<file path="config.mk">
export PLATFORM = sky130hd
export DESIGN_NAME = ifu_top
export DESIGN_NICKNAME = d
export VERILOG_FILES = /design/src/design/ifu_pkg.sv /design/src/design/fetch_fifo.sv /design/src/design/fetch_issue.sv /design/src/design/ifu_top.sv /design/src/design/wb_fetch_master.sv
export SDC_FILE = /design/constraint.sdc
export NUM_CORES = 1
export LEC_CHECK = 0
export BUFFER_PORTS_ARGS = -buffer_cell sky130_fd_sc_hd__buf_4
export CAP_MARGIN = 5
export CELL_PAD_IN_SITES_DETAIL_PLACEMENT = 1
export CELL_PAD_IN_SITES_GLOBAL_PLACEMENT = 1
export CORE_ASPECT_RATIO = 1.25
export CORE_MARGIN = 2
export CORE_UTILIZATION = 47
export DETAILED_ROUTE_END_ITERATION = 6
export PLACE_DENSITY = 0.73
export SYNTH_ARGS = -nofsm -noshare
export SYNTH_HDL_FRONTEND = slang
export SYNTH_SLANG_ARGS = --single-unit
export TNS_END_PERCENT = 5
</file>
<file path="constraint.sdc">
create_clock -name clk -period 12.3 [get_ports clk]
set_clock_uncertainty 0.2 [all_clocks]
set_input_delay 1.845 -clock clk [delete_from_list [all_inputs] [get_ports clk]]
set_output_delay 1.845 -clock clk [all_outputs]
set_load 0.02 [all_outputs]
</file>
<file path="src/design/ifu_pkg.sv">
package ifu_pkg;

  // datapath width, addresses and instruction words
  localparam int XLEN = 32;

  // era tag width, carried on the bus as tgc
  localparam int ERA_W = 4;

  // queue geometry, same for the pc and the instruction queue
  localparam int FIFO_DEPTH = 8;
  // occupancy count, must hold 0..FIFO_DEPTH
  localparam int FIFO_CNT_W = 4;

  // fetch pc step, one 32-bit instruction
  localparam int INST_BYTES = 4;

  // one address or instruction word
  typedef logic [XLEN-1:0] word_t;

  // era tag, bumped on every redirect
  typedef logic [ERA_W-1:0] era_t;

  // first fetch address out of reset
  localparam word_t RESET_PC = '0;

  // pipelined wishbone request, master to slave
  typedef struct packed {
    logic  cyc;
    logic  stb;
    word_t adr;
    // era of the request
    era_t  tgc;
  } wb_req_t;

  // pipelined wishbone response, slave to master
  typedef struct packed {
    logic  ack;
    // slave not taking a request this cycle
    logic  stall;
    word_t dat;
    // era echoed back with the ack
    era_t  tgc;
  } wb_rsp_t;

  // feedback from the alu stage
  typedef struct packed {
    logic  vld;
    // hold the decoder output
    logic  freeze;
    // mispredict, redirect to pc_next
    logic  br_miss;
    word_t pc_next;
  } alu_ctl_t;

  // instruction and its pc towards the decoder
  typedef struct packed {
    logic  vld;
    word_t inst;
    word_t pc;
  } fetch_out_t;

endpackage

</file>
<file path="src/design/fetch_fifo.sv">
`timescale 1ns/1ns

module fetch_fifo
  import ifu_pkg::*;
(
  input  logic  clk,
  input  logic  rst,
  // drop all entries at this edge
  input  logic  flush_i,
  input  logic  push_i,
  input  word_t data_i,
  input  logic  pop_i,
  // current head, valid when not empty
  output word_t data_o,
  output logic  full_o,
  output logic  empty_o
);

  // circular buffer storage
  word_t mem [FIFO_DEPTH];

  logic [$clog2(FIFO_DEPTH)-1:0] rd_ptr;
  logic [$clog2(FIFO_DEPTH)-1:0] wr_ptr;
  logic [FIFO_CNT_W-1:0]         count;

  logic do_push;
  logic do_pop;

  // flags straight off the occupancy count
  assign full_o  = (count == FIFO_CNT_W'(FIFO_DEPTH));
  assign empty_o = (count == '0);

  // ignore push when full and pop when empty
  assign do_push = push_i & ~full_o;
  assign do_pop  = pop_i & ~empty_o;

  // head word, read is combinational
  assign data_o = mem[rd_ptr];

  // pointers and count
  always_ff @(posedge clk)
    begin
    if (rst | flush_i)
      begin
      rd_ptr <= '0;
      wr_ptr <= '0;
      count  <= '0;
      end
    else
      begin
      // power of two depth, pointers wrap by themselves
      if (do_push)
        wr_ptr <= wr_ptr + 1'b1;
      if (do_pop)
        rd_ptr <= rd_ptr + 1'b1;

      // simultaneous push and pop leaves count alone
      case ({do_push, do_pop})
        2'b10:   count <= count + 1'b1;
        2'b01:   count <= count - 1'b1;
        default: count <= count;
      endcase
      end
    end

  // write port
  always_ff @(posedge clk)
    begin
    if (do_push)
      mem[wr_ptr] <= data_i;
    end

endmodule

</file>
<file path="src/design/fetch_issue.sv">
`timescale 1ns/1ns

module fetch_issue
  import ifu_pkg::*;
(
  input  logic       clk,
  input  logic       rst,
  // vld and freeze are used here
  input  alu_ctl_t   alu_ctl_i,
  input  logic       flush_i,

  // pc queue head
  input  logic       pc_empty_i,
  input  word_t      pc_head_i,

  // instruction queue head
  input  logic       inst_empty_i,
  input  word_t      inst_head_i,

  // one strobe pops both queues together
  output logic       pop_o,
  output fetch_out_t fetch_o
);

  logic  frozen;
  logic  pop;

  // registered decoder output
  logic  out_vld;
  word_t out_inst;
  word_t out_pc;

  // freeze counts only with a valid alu
  assign frozen = alu_ctl_i.vld & alu_ctl_i.freeze;

  // need a complete pair, no freeze, no redirect
  assign pop   = ~pc_empty_i & ~inst_empty_i & ~frozen & ~flush_i;
  assign pop_o = pop;

  // valid flag
  always_ff @(posedge clk)
    begin
    if (rst)
      out_vld <= 1'b0;
    else if (flush_i)
      // redirect kills whatever was on the output
      out_vld <= 1'b0;
    else if (~frozen)
      // underflow drops vld, a pop raises it
      out_vld <= pop;
    end

  // payload only moves on a pop, so it holds under freeze
  always_ff @(posedge clk)
    begin
    if (pop)
      begin
      out_inst <= inst_head_i;
      out_pc   <= pc_head_i;
      end
    end

  always_comb
    begin
    fetch_o.vld  = out_vld;
    fetch_o.inst = out_inst;
    fetch_o.pc   = out_pc;
    end

endmodule

</file>
<file path="src/design/ifu_top.sv">
`timescale 1ns/1ns

module ifu_top
  import ifu_pkg::*;
(
  input  logic       clk,
  input  logic       rst,
  input  alu_ctl_t   alu_ctl_i,
  output wb_req_t    wb_req_o,
  input  wb_rsp_t    wb_rsp_i,
  output fetch_out_t fetch_o
);

  // redirect on a valid branch miss
  logic  flush;

  // master to pc queue
  logic  pc_push;
  word_t pc_data;
  logic  pc_full;

  // master to instruction queue
  logic  inst_push;
  word_t inst_data;

  // queue heads towards the issue stage
  logic  pc_empty;
  word_t pc_head;
  logic  inst_empty;
  word_t inst_head;

  // joint pop from the issue stage
  logic  pop;

  assign flush = alu_ctl_i.vld & alu_ctl_i.br_miss;

  // fetch pc, era and bus side
  wb_fetch_master u_master (
    .clk         ( clk ),
    .rst         ( rst ),
    .alu_ctl_i   ( alu_ctl_i ),
    .flush_i     ( flush ),
    .pc_full_i   ( pc_full ),
    .wb_req_o    ( wb_req_o ),
    .wb_rsp_i    ( wb_rsp_i ),
    .pc_push_o   ( pc_push ),
    .pc_data_o   ( pc_data ),
    .inst_push_o ( inst_push ),
    .inst_data_o ( inst_data )
  );

  // issued addresses, its full flag throttles the bus
  fetch_fifo pc_fifo (
    .clk     ( clk ),
    .rst     ( rst ),
    .flush_i ( flush ),
    .push_i  ( pc_push ),
    .data_i  ( pc_data ),
    .pop_i   ( pop ),
    .data_o  ( pc_head ),
    .full_o  ( pc_full ),
    .empty_o ( pc_empty )
  );

  // returned words, never holds more entries than pc_fifo
  fetch_fifo inst_fifo (
    .clk     ( clk ),
    .rst     ( rst ),
    .flush_i ( flush ),
    .push_i  ( inst_push ),
    .data_i  ( inst_data ),
    .pop_i   ( pop ),
    .data_o  ( inst_head ),
    .full_o  ( ),
    .empty_o ( inst_empty )
  );

  // pairs heads and drives the decoder
  fetch_issue u_issue (
    .clk          ( clk ),
    .rst          ( rst ),
    .alu_ctl_i    ( alu_ctl_i ),
    .flush_i      ( flush ),
    .pc_empty_i   ( pc_empty ),
    .pc_head_i    ( pc_head ),
    .inst_empty_i ( inst_empty ),
    .inst_head_i  ( inst_head ),
    .pop_o        ( pop ),
    .fetch_o      ( fetch_o )
  );

endmodule

</file>
<file path="src/design/wb_fetch_master.sv">
`timescale 1ns/1ns

module wb_fetch_master
  import ifu_pkg::*;
(
  input  logic     clk,
  input  logic     rst,
  // only pc_next is used here
  input  alu_ctl_t alu_ctl_i,
  // redirect, formed at the top level
  input  logic     flush_i,
  // pc queue has no room for another address
  input  logic     pc_full_i,

  output wb_req_t  wb_req_o,
  input  wb_rsp_t  wb_rsp_i,

  // accepted address into the pc queue
  output logic     pc_push_o,
  output word_t    pc_data_o,

  // returned word of the current era into the instruction queue
  output logic     inst_push_o,
  output word_t    inst_data_o
);

  // next address to request
  word_t fetch_pc;

  // current era, responses of older eras are dropped
  era_t era;

  // low during reset and for one cycle after
  logic issue_en;

  // requests accepted minus acks seen, across eras
  logic [FIFO_CNT_W-1:0] outstanding;

  logic room;
  logic req;
  logic accept;
  logic era_match;

  // old era responses still in flight after a flush count here too
  assign room = (outstanding != FIFO_CNT_W'(FIFO_DEPTH));

  // no request in the flush cycle, new era starts next cycle
  assign req = issue_en & ~pc_full_i & ~flush_i & room;

  // slave takes it when not stalling
  assign accept = req & ~wb_rsp_i.stall;

  // response tagged with the live era
  assign era_match = wb_rsp_i.ack & (wb_rsp_i.tgc == era);

  // bus request, held stable while stalled
  always_comb
    begin
    wb_req_o.cyc = req;
    wb_req_o.stb = req;
    wb_req_o.adr = fetch_pc;
    wb_req_o.tgc = era;
    end

  // address goes into the pc queue on the accepting edge
  assign pc_push_o = accept;
  assign pc_data_o = fetch_pc;

  // data of a stale era never reaches the queue
  // flush empties the queue at the same edge, so no push then either
  assign inst_push_o = era_match & ~flush_i;
  assign inst_data_o = wb_rsp_i.dat;

  always_ff @(posedge clk)
    begin
    if (rst)
      begin
      issue_en    <= 1'b0;
      fetch_pc    <= RESET_PC;
      era         <= '0;
      outstanding <= '0;
      end
    else
      begin
      issue_en <= 1'b1;

      // redirect wins over a normal step
      if (flush_i)
        begin
        fetch_pc <= alu_ctl_i.pc_next;
        era      <= era + 1'b1;
        end
      else if (accept)
        begin
        fetch_pc <= fetch_pc + word_t'(INST_BYTES);
        end

      // every ack retires one request, matching era or not
      case ({accept, wb_rsp_i.ack})
        2'b10:   outstanding <= outstanding + 1'b1;
        2'b01:   outstanding <= outstanding - 1'b1;
        default: outstanding <= outstanding;
      endcase
      end
    end

endmodule

</file>
### Word level (Yosys, flattened, before mapping)

Memories as Yosys holds them, arrays and structs flattened. A register that Yosys moved wholly into a read port is not among the register bits.
Index checks and enable logic that the tools add are counted.

* flip-flop bits (word level): 62
* latch bits: 0
* memory bits (writable): 512
* memory bits (read-only): 0
* bits of input ports: 75
* output and inout port bits: 103
* word-level logic and storage cells: 75
* memories kept: 2

* add/subtract/negate cells: 12
* $mul: 0
* divide/modulo/power cells: 0
* $lt $le $gt $ge: 0
* equality and inequality tests: 10
* shift-type cells: 0
* muxes and demuxes: 10
* bitwise gates (word level): 23
* reductions and logical operators: 7

Memory list
* inst_fifo.mem: depth 8, bits a word 32, read ports 1, clocked after Yosys merged registers in 1, wr ports 1, line fetch_fifo.sv:20 `word_t mem [FIFO_DEPTH];`
* pc_fifo.mem: depth 8, bits a word 32, read ports 1, clocked after Yosys merged registers in 1, wr ports 1, line fetch_fifo.sv:20

Operator list (number)
* $mux W32: 2
* $add A32 B3 Y32 const B: 1
* $pmux W4 S2: 3
* $add A4 B1 Y4 const B: 4
* $and A1 B1 Y1: 15
* $add A3 B1 Y3 const B: 4
* $sub A4 B1 Y4 const B: 3
* $eq A4 B4 Y1 const B: 2
* $logic_not A4 Y1: 2
* $reduce_bool A2 Y1: 4
* $not A1 Y1: 7
* $eq A2 B1 Y1 const B: 3
* $eq A2 B2 Y1 const B: 3
* $mux W1: 5
* $eq A4 B4 Y1: 1
* $ne A4 B4 Y1 const B: 1
* $reduce_or A2 Y1: 1
* $or A1 B1 Y1: 1

### Logic depth before layout (Yosys ltp)

* word-level depth: 9
* mapped depth: 12
* mapped depth without buffers: 11

### Hierarchy

From an unflattened synthesis, not the netlist that was laid out.

* cell total of the unflattened synthesis: 1314
* area total of the unflattened synthesis: 25654.6 sq um

By module, submodules not included
* fetch_fifo: times used 2, cells each 447, area an instance 10455.0 sq um, seq. area each 7947.6 sq um
* wb_fetch_master: times used 1, cells each 349, area an instance 2758.9 sq um, seq. area each 820.8 sq um
* fetch_issue: times used 1, cells each 70, area an instance 1979.4 sq um, seq. area each 1941.9 sq um
* ifu_top: times used 1, cells each 1, area an instance 6.3 sq um, seq. area each 0.0 sq um

### Least setup slack after synthesis

Ideal clock, no wire load.

* kind: input -> register
* from: input alu_ctl_i[34] in the netlist's numbering
* to: register u_issue.out_inst[0] (read register of inst_fifo.mem) (enable)
* setup time: 0.829 ns
* arrival time: 12.278 ns
* data required time: 11.271 ns
* path slack: -1.007 ns
* stages on the path: 3
* path buffers: 1
* cells stage by stage: and2_1 clkbuf_1 a2111oi_0

* word-level cells in the longest chain between the ends: 4
* elaborated cells between the ends (all ways): 6
* those cells by class: 6 x bitwise

Ends and longest elaborated chain
* start, declared: line ifu_top.sv:8 `input alu_ctl_t alu_ctl_i,`
* $and A1 B1 Y1: line fetch_issue.sv:34 `assign frozen = alu_ctl_i.vld & alu_ctl_i.freeze;`
* $not A1 Y1: line fetch_issue.sv:37 `assign pop = ~pc_empty_i & ~inst_empty_i & ~frozen & ~flush_i;`
* $and A1 B1 Y1: line fetch_issue.sv:37
* $and A1 B1 Y1 *: line fetch_issue.sv:37
* named net inst_fifo.pop_i: line fetch_fifo.sv:12 `input logic pop_i,`
* end, declared: line fetch_issue.sv:30 `word_t out_inst;`

Mark *: on every way through the listed nets, which the timed path passes. The rest lies on a longest branch.
A chain may end at the register's enable or synchronous reset.

==> metrics.txt <==
status=completed; I/O Buffers=177; Mapped Nets=1,309; post-route clock period utilization=0.434; clock sinks=638; cell area after layout=28,600 µm²; die area=54,000 µm²; Synth Flop Type=edfxtp_1; Reg2Reg Depth=5; Cells after Synth=1,216; Die Height=259 µm; total wire length=54.9 mm; WP data arrival=3.30 ns; Netlist cell types=50; worst slew pin tran=1.11 ns; Seq/Total Area, Yosys=0.756; share of cells above drive strength 1=0.350; worst-path fanout max=57; Initial DRC Count=911; Seq pwr share=0.561; CTS tree=done; Reg2Reg Setup Slack=8.71 ns; Worst path max stage delay=0.77 ns; EDFF count, synth=576; Initial Util=0.475; Yosys reg bits=638; top cells by count, synth=edfxtp_1, mux4_2, mux2_2, dfxtp_1, nor2_1; Final Max Tran Viols=0; worst hold start=u_master.outstanding[3]$_SDFFE_PP0P_; root buf cell=clkbuf_16; RSZ-0062 raised after global routing=no; setup ws final=6.96 ns; final hold vios=0; row cnt=93; clock share of power=0.408; Clock Latency Late Sink=0.64 ns; Worst-path clk slew=0.06 ns; crit-path most repeated cell=buf_4; critical path type=in2out; most frequent cell after synthesis=edfxtp_1; vias in the first global route=13,400; worst ir drop on vdd=103 µV; largest area contributor in the netlist=edfxtp_1; Pwr Density=150 nW/µm²; share of Yosys cell area claimed by the top area cell type=0.706; Tmin final=5.34 ns; DRT Pass-1 Iters=4; Critical-path top delay cell=nand2_2; Switching Share=0.209; post-placement cell area=26,800 µm²; clock buffer depth=3; number of cells on the worst hold path=2; cell family with most CP delay=simple AND/OR/NAND/NOR gates; worst min-delay path class=reg2reg; pre-CTS setup slack=6.82 ns; dpl hpwl=33.2 mm; synthesis-to-finish area growth=16.7%; Crit. End Element=primary output; overall routing resource usage=0.206; CP Cell Sequence=buf_4, nand2_2, and3_1, buf_4; first-pass GRT wire length=83.3 mm; hold_buf cts=0; die width=208 µm; num ports=178; Nets=1,521; # resized after CTS=0; Hold Path Sink=u_master.outstanding[3]$_SDFFE_PP0P_; Max-Cap Viols=0; Buf/Inv on CP=2; worst endpoint required time=10.26 ns; Clock H-tree levels=2; Num CTS Buffers=60; fmax=187 MHz; Reg-to-Reg End=pc_fifo.mem[4][9]$_DFFE_PP_; ranking of synthesized cells by area=edfxtp_1, mux4_2, dfxtp_1; Slew headroom=0.251; Switch Pwr=0.000901 W; startpoint types=input pin; total gr overflow=0; initial antenna violation count=3; routed vias=12,200; vias per std cell=5.70; Sum Neg Setup Slack=0 ns; internal power=0.00340 W; pin count of the biggest net entering global routing=67; antenna-violating nets left=0; per-cell routed wire length=25.6 µm; Post-CTS Setup Inserts=0; core area=51,500 µm²; Synth Warn #=0; final setup fails=0; RR Startpoint=pc_fifo.count[1]$_SDFFE_PP0P_; RD Place Congestion=0.751; Post-Syn Area per Cell=20.2 µm²; async set-reset flop share out of synthesis=0; drt drc=0; synthesized area=24,500 µm²; combinational share of power=0.031; leakage power=9.17 nW
## layout make-up
cell class / instances / area, µm²
diodes: 2 / 5.00
clock buffers: 73 / 1550
clock inverters: 35 / 297
fillers: 4602 / 22900
inverters: 17 / 63.8
multi-input cells: 507 / 5780
flip-flops and latches: 638 / 18500
well taps: 665 / 832
repair buffers: 204 / 1530
## cells in the final DEF, fill, tap and decap left out, drive strengths merged, types with 3 or more instances in the layout
master / n
edfxtp: 576
inv: 19
nand2: 29
buf: 204
nor4b: 3
a211oi: 3
a2111oi: 3
bufinv: 3
clkbuf: 73
nor2: 43
xnor2: 17
dfxtp: 62
mux2i: 8
a21oi: 34
and3: 4
nand3: 19
o21ai: 33
a21o: 3
or3: 5
nand2b: 4
nand4: 16
fa: 3
clkinv: 27
nor3: 16
nor4: 11
ha: 15
xor2: 31
a31oi: 3
mux2: 64
mux4: 128
clkinvlp: 3
## metrics by stage
step	util	power, W	hold slack (ns)	std cells
global placement	0.519	0.00259	0.273	2031
finish	0.555	0.00430	0.303	2141
global route	0.555	0.00443	0.320	2141
detailed placement	0.519	0.00260	0.304	2031
CTS	0.555	0.00434	0.313	2139
floorplan	-	0.00252	0.253	1216
## sequential cells by signal, indices dropped and copies added, names as in the netlist
name	flops
pc_fifo.mem	256
pc_fifo.rd_ptr	3
u_issue.out_vld	1
u_master.outstanding	4
inst_fifo.count	4
pc_fifo.count	4
pc_fifo.wr_ptr	3
u_issue.out_inst	32
u_master.issue_en	1
u_issue.out_pc	32
u_master.pc_data_o	32
inst_fifo.rd_ptr	3
u_master.era	4
inst_fifo.wr_ptr	3
inst_fifo.mem	256
## kinds of logic (layout without fill, tap and decap cells)
logic type,count (synthesis),in the layout,synth area share
AO/OA/AOI/OAI,81,81,0.0190
XOR/XNOR,48,48,0.0172
adder cells (fa/ha/maj),18,18,0.0101
buffers and inverters,71,329,0.0120
flip-flops,638,638,0.756
multiplexers,200,200,0.150
other,0,2,0
AND/OR/NAND/NOR,160,160,0.0352
## worst reg2reg max path: cells and delay by family, from the launching register on
kind,cells,cell delay (ns)
and+or+nand+nor,4,2.04
DFF,1,0.46
buffers and inverters,1,0.52
## power by group through the flow
stage,clock (W),combinational (W),sequential [W]
floorplan,0,0.0000597,0.00246
global placement,0,0.000129,0.00246
detailed placement,0,0.000134,0.00246
CTS,0.00179,0.000135,0.00242
global route,0.00186,0.000145,0.00242
finish,0.00175,0.000133,0.00242
## how the worst max path moves through the flow
stage	cells past startpoint	slack, ns	end	startpoint
after CTS	4	6.94	wb_req_o[36]	alu_ctl_i[34]
after floorplan	3	2.18	u_issue.out_inst[0]$_DFFE_PN_	alu_ctl_i[34]
after detailed placement	12	6.82	inst_fifo.count[3]$_SDFFE_PP0P_	alu_ctl_i[34]
after global placement	12	6.93	inst_fifo.count[3]$_SDFFE_PP0P_	alu_ctl_i[34]
after global routing	4	6.86	wb_req_o[36]	alu_ctl_i[34]
final	4	6.96	wb_req_o[36]	alu_ctl_i[34]
## routing by layer
metal	track usage	part of all wire
met1	0.261	0.40
met2	0.363	0.52
met3	0.0331	0.049
met4	0.0729	0.032
met5	0	0.00026
(Power assumes the default switching activity.)
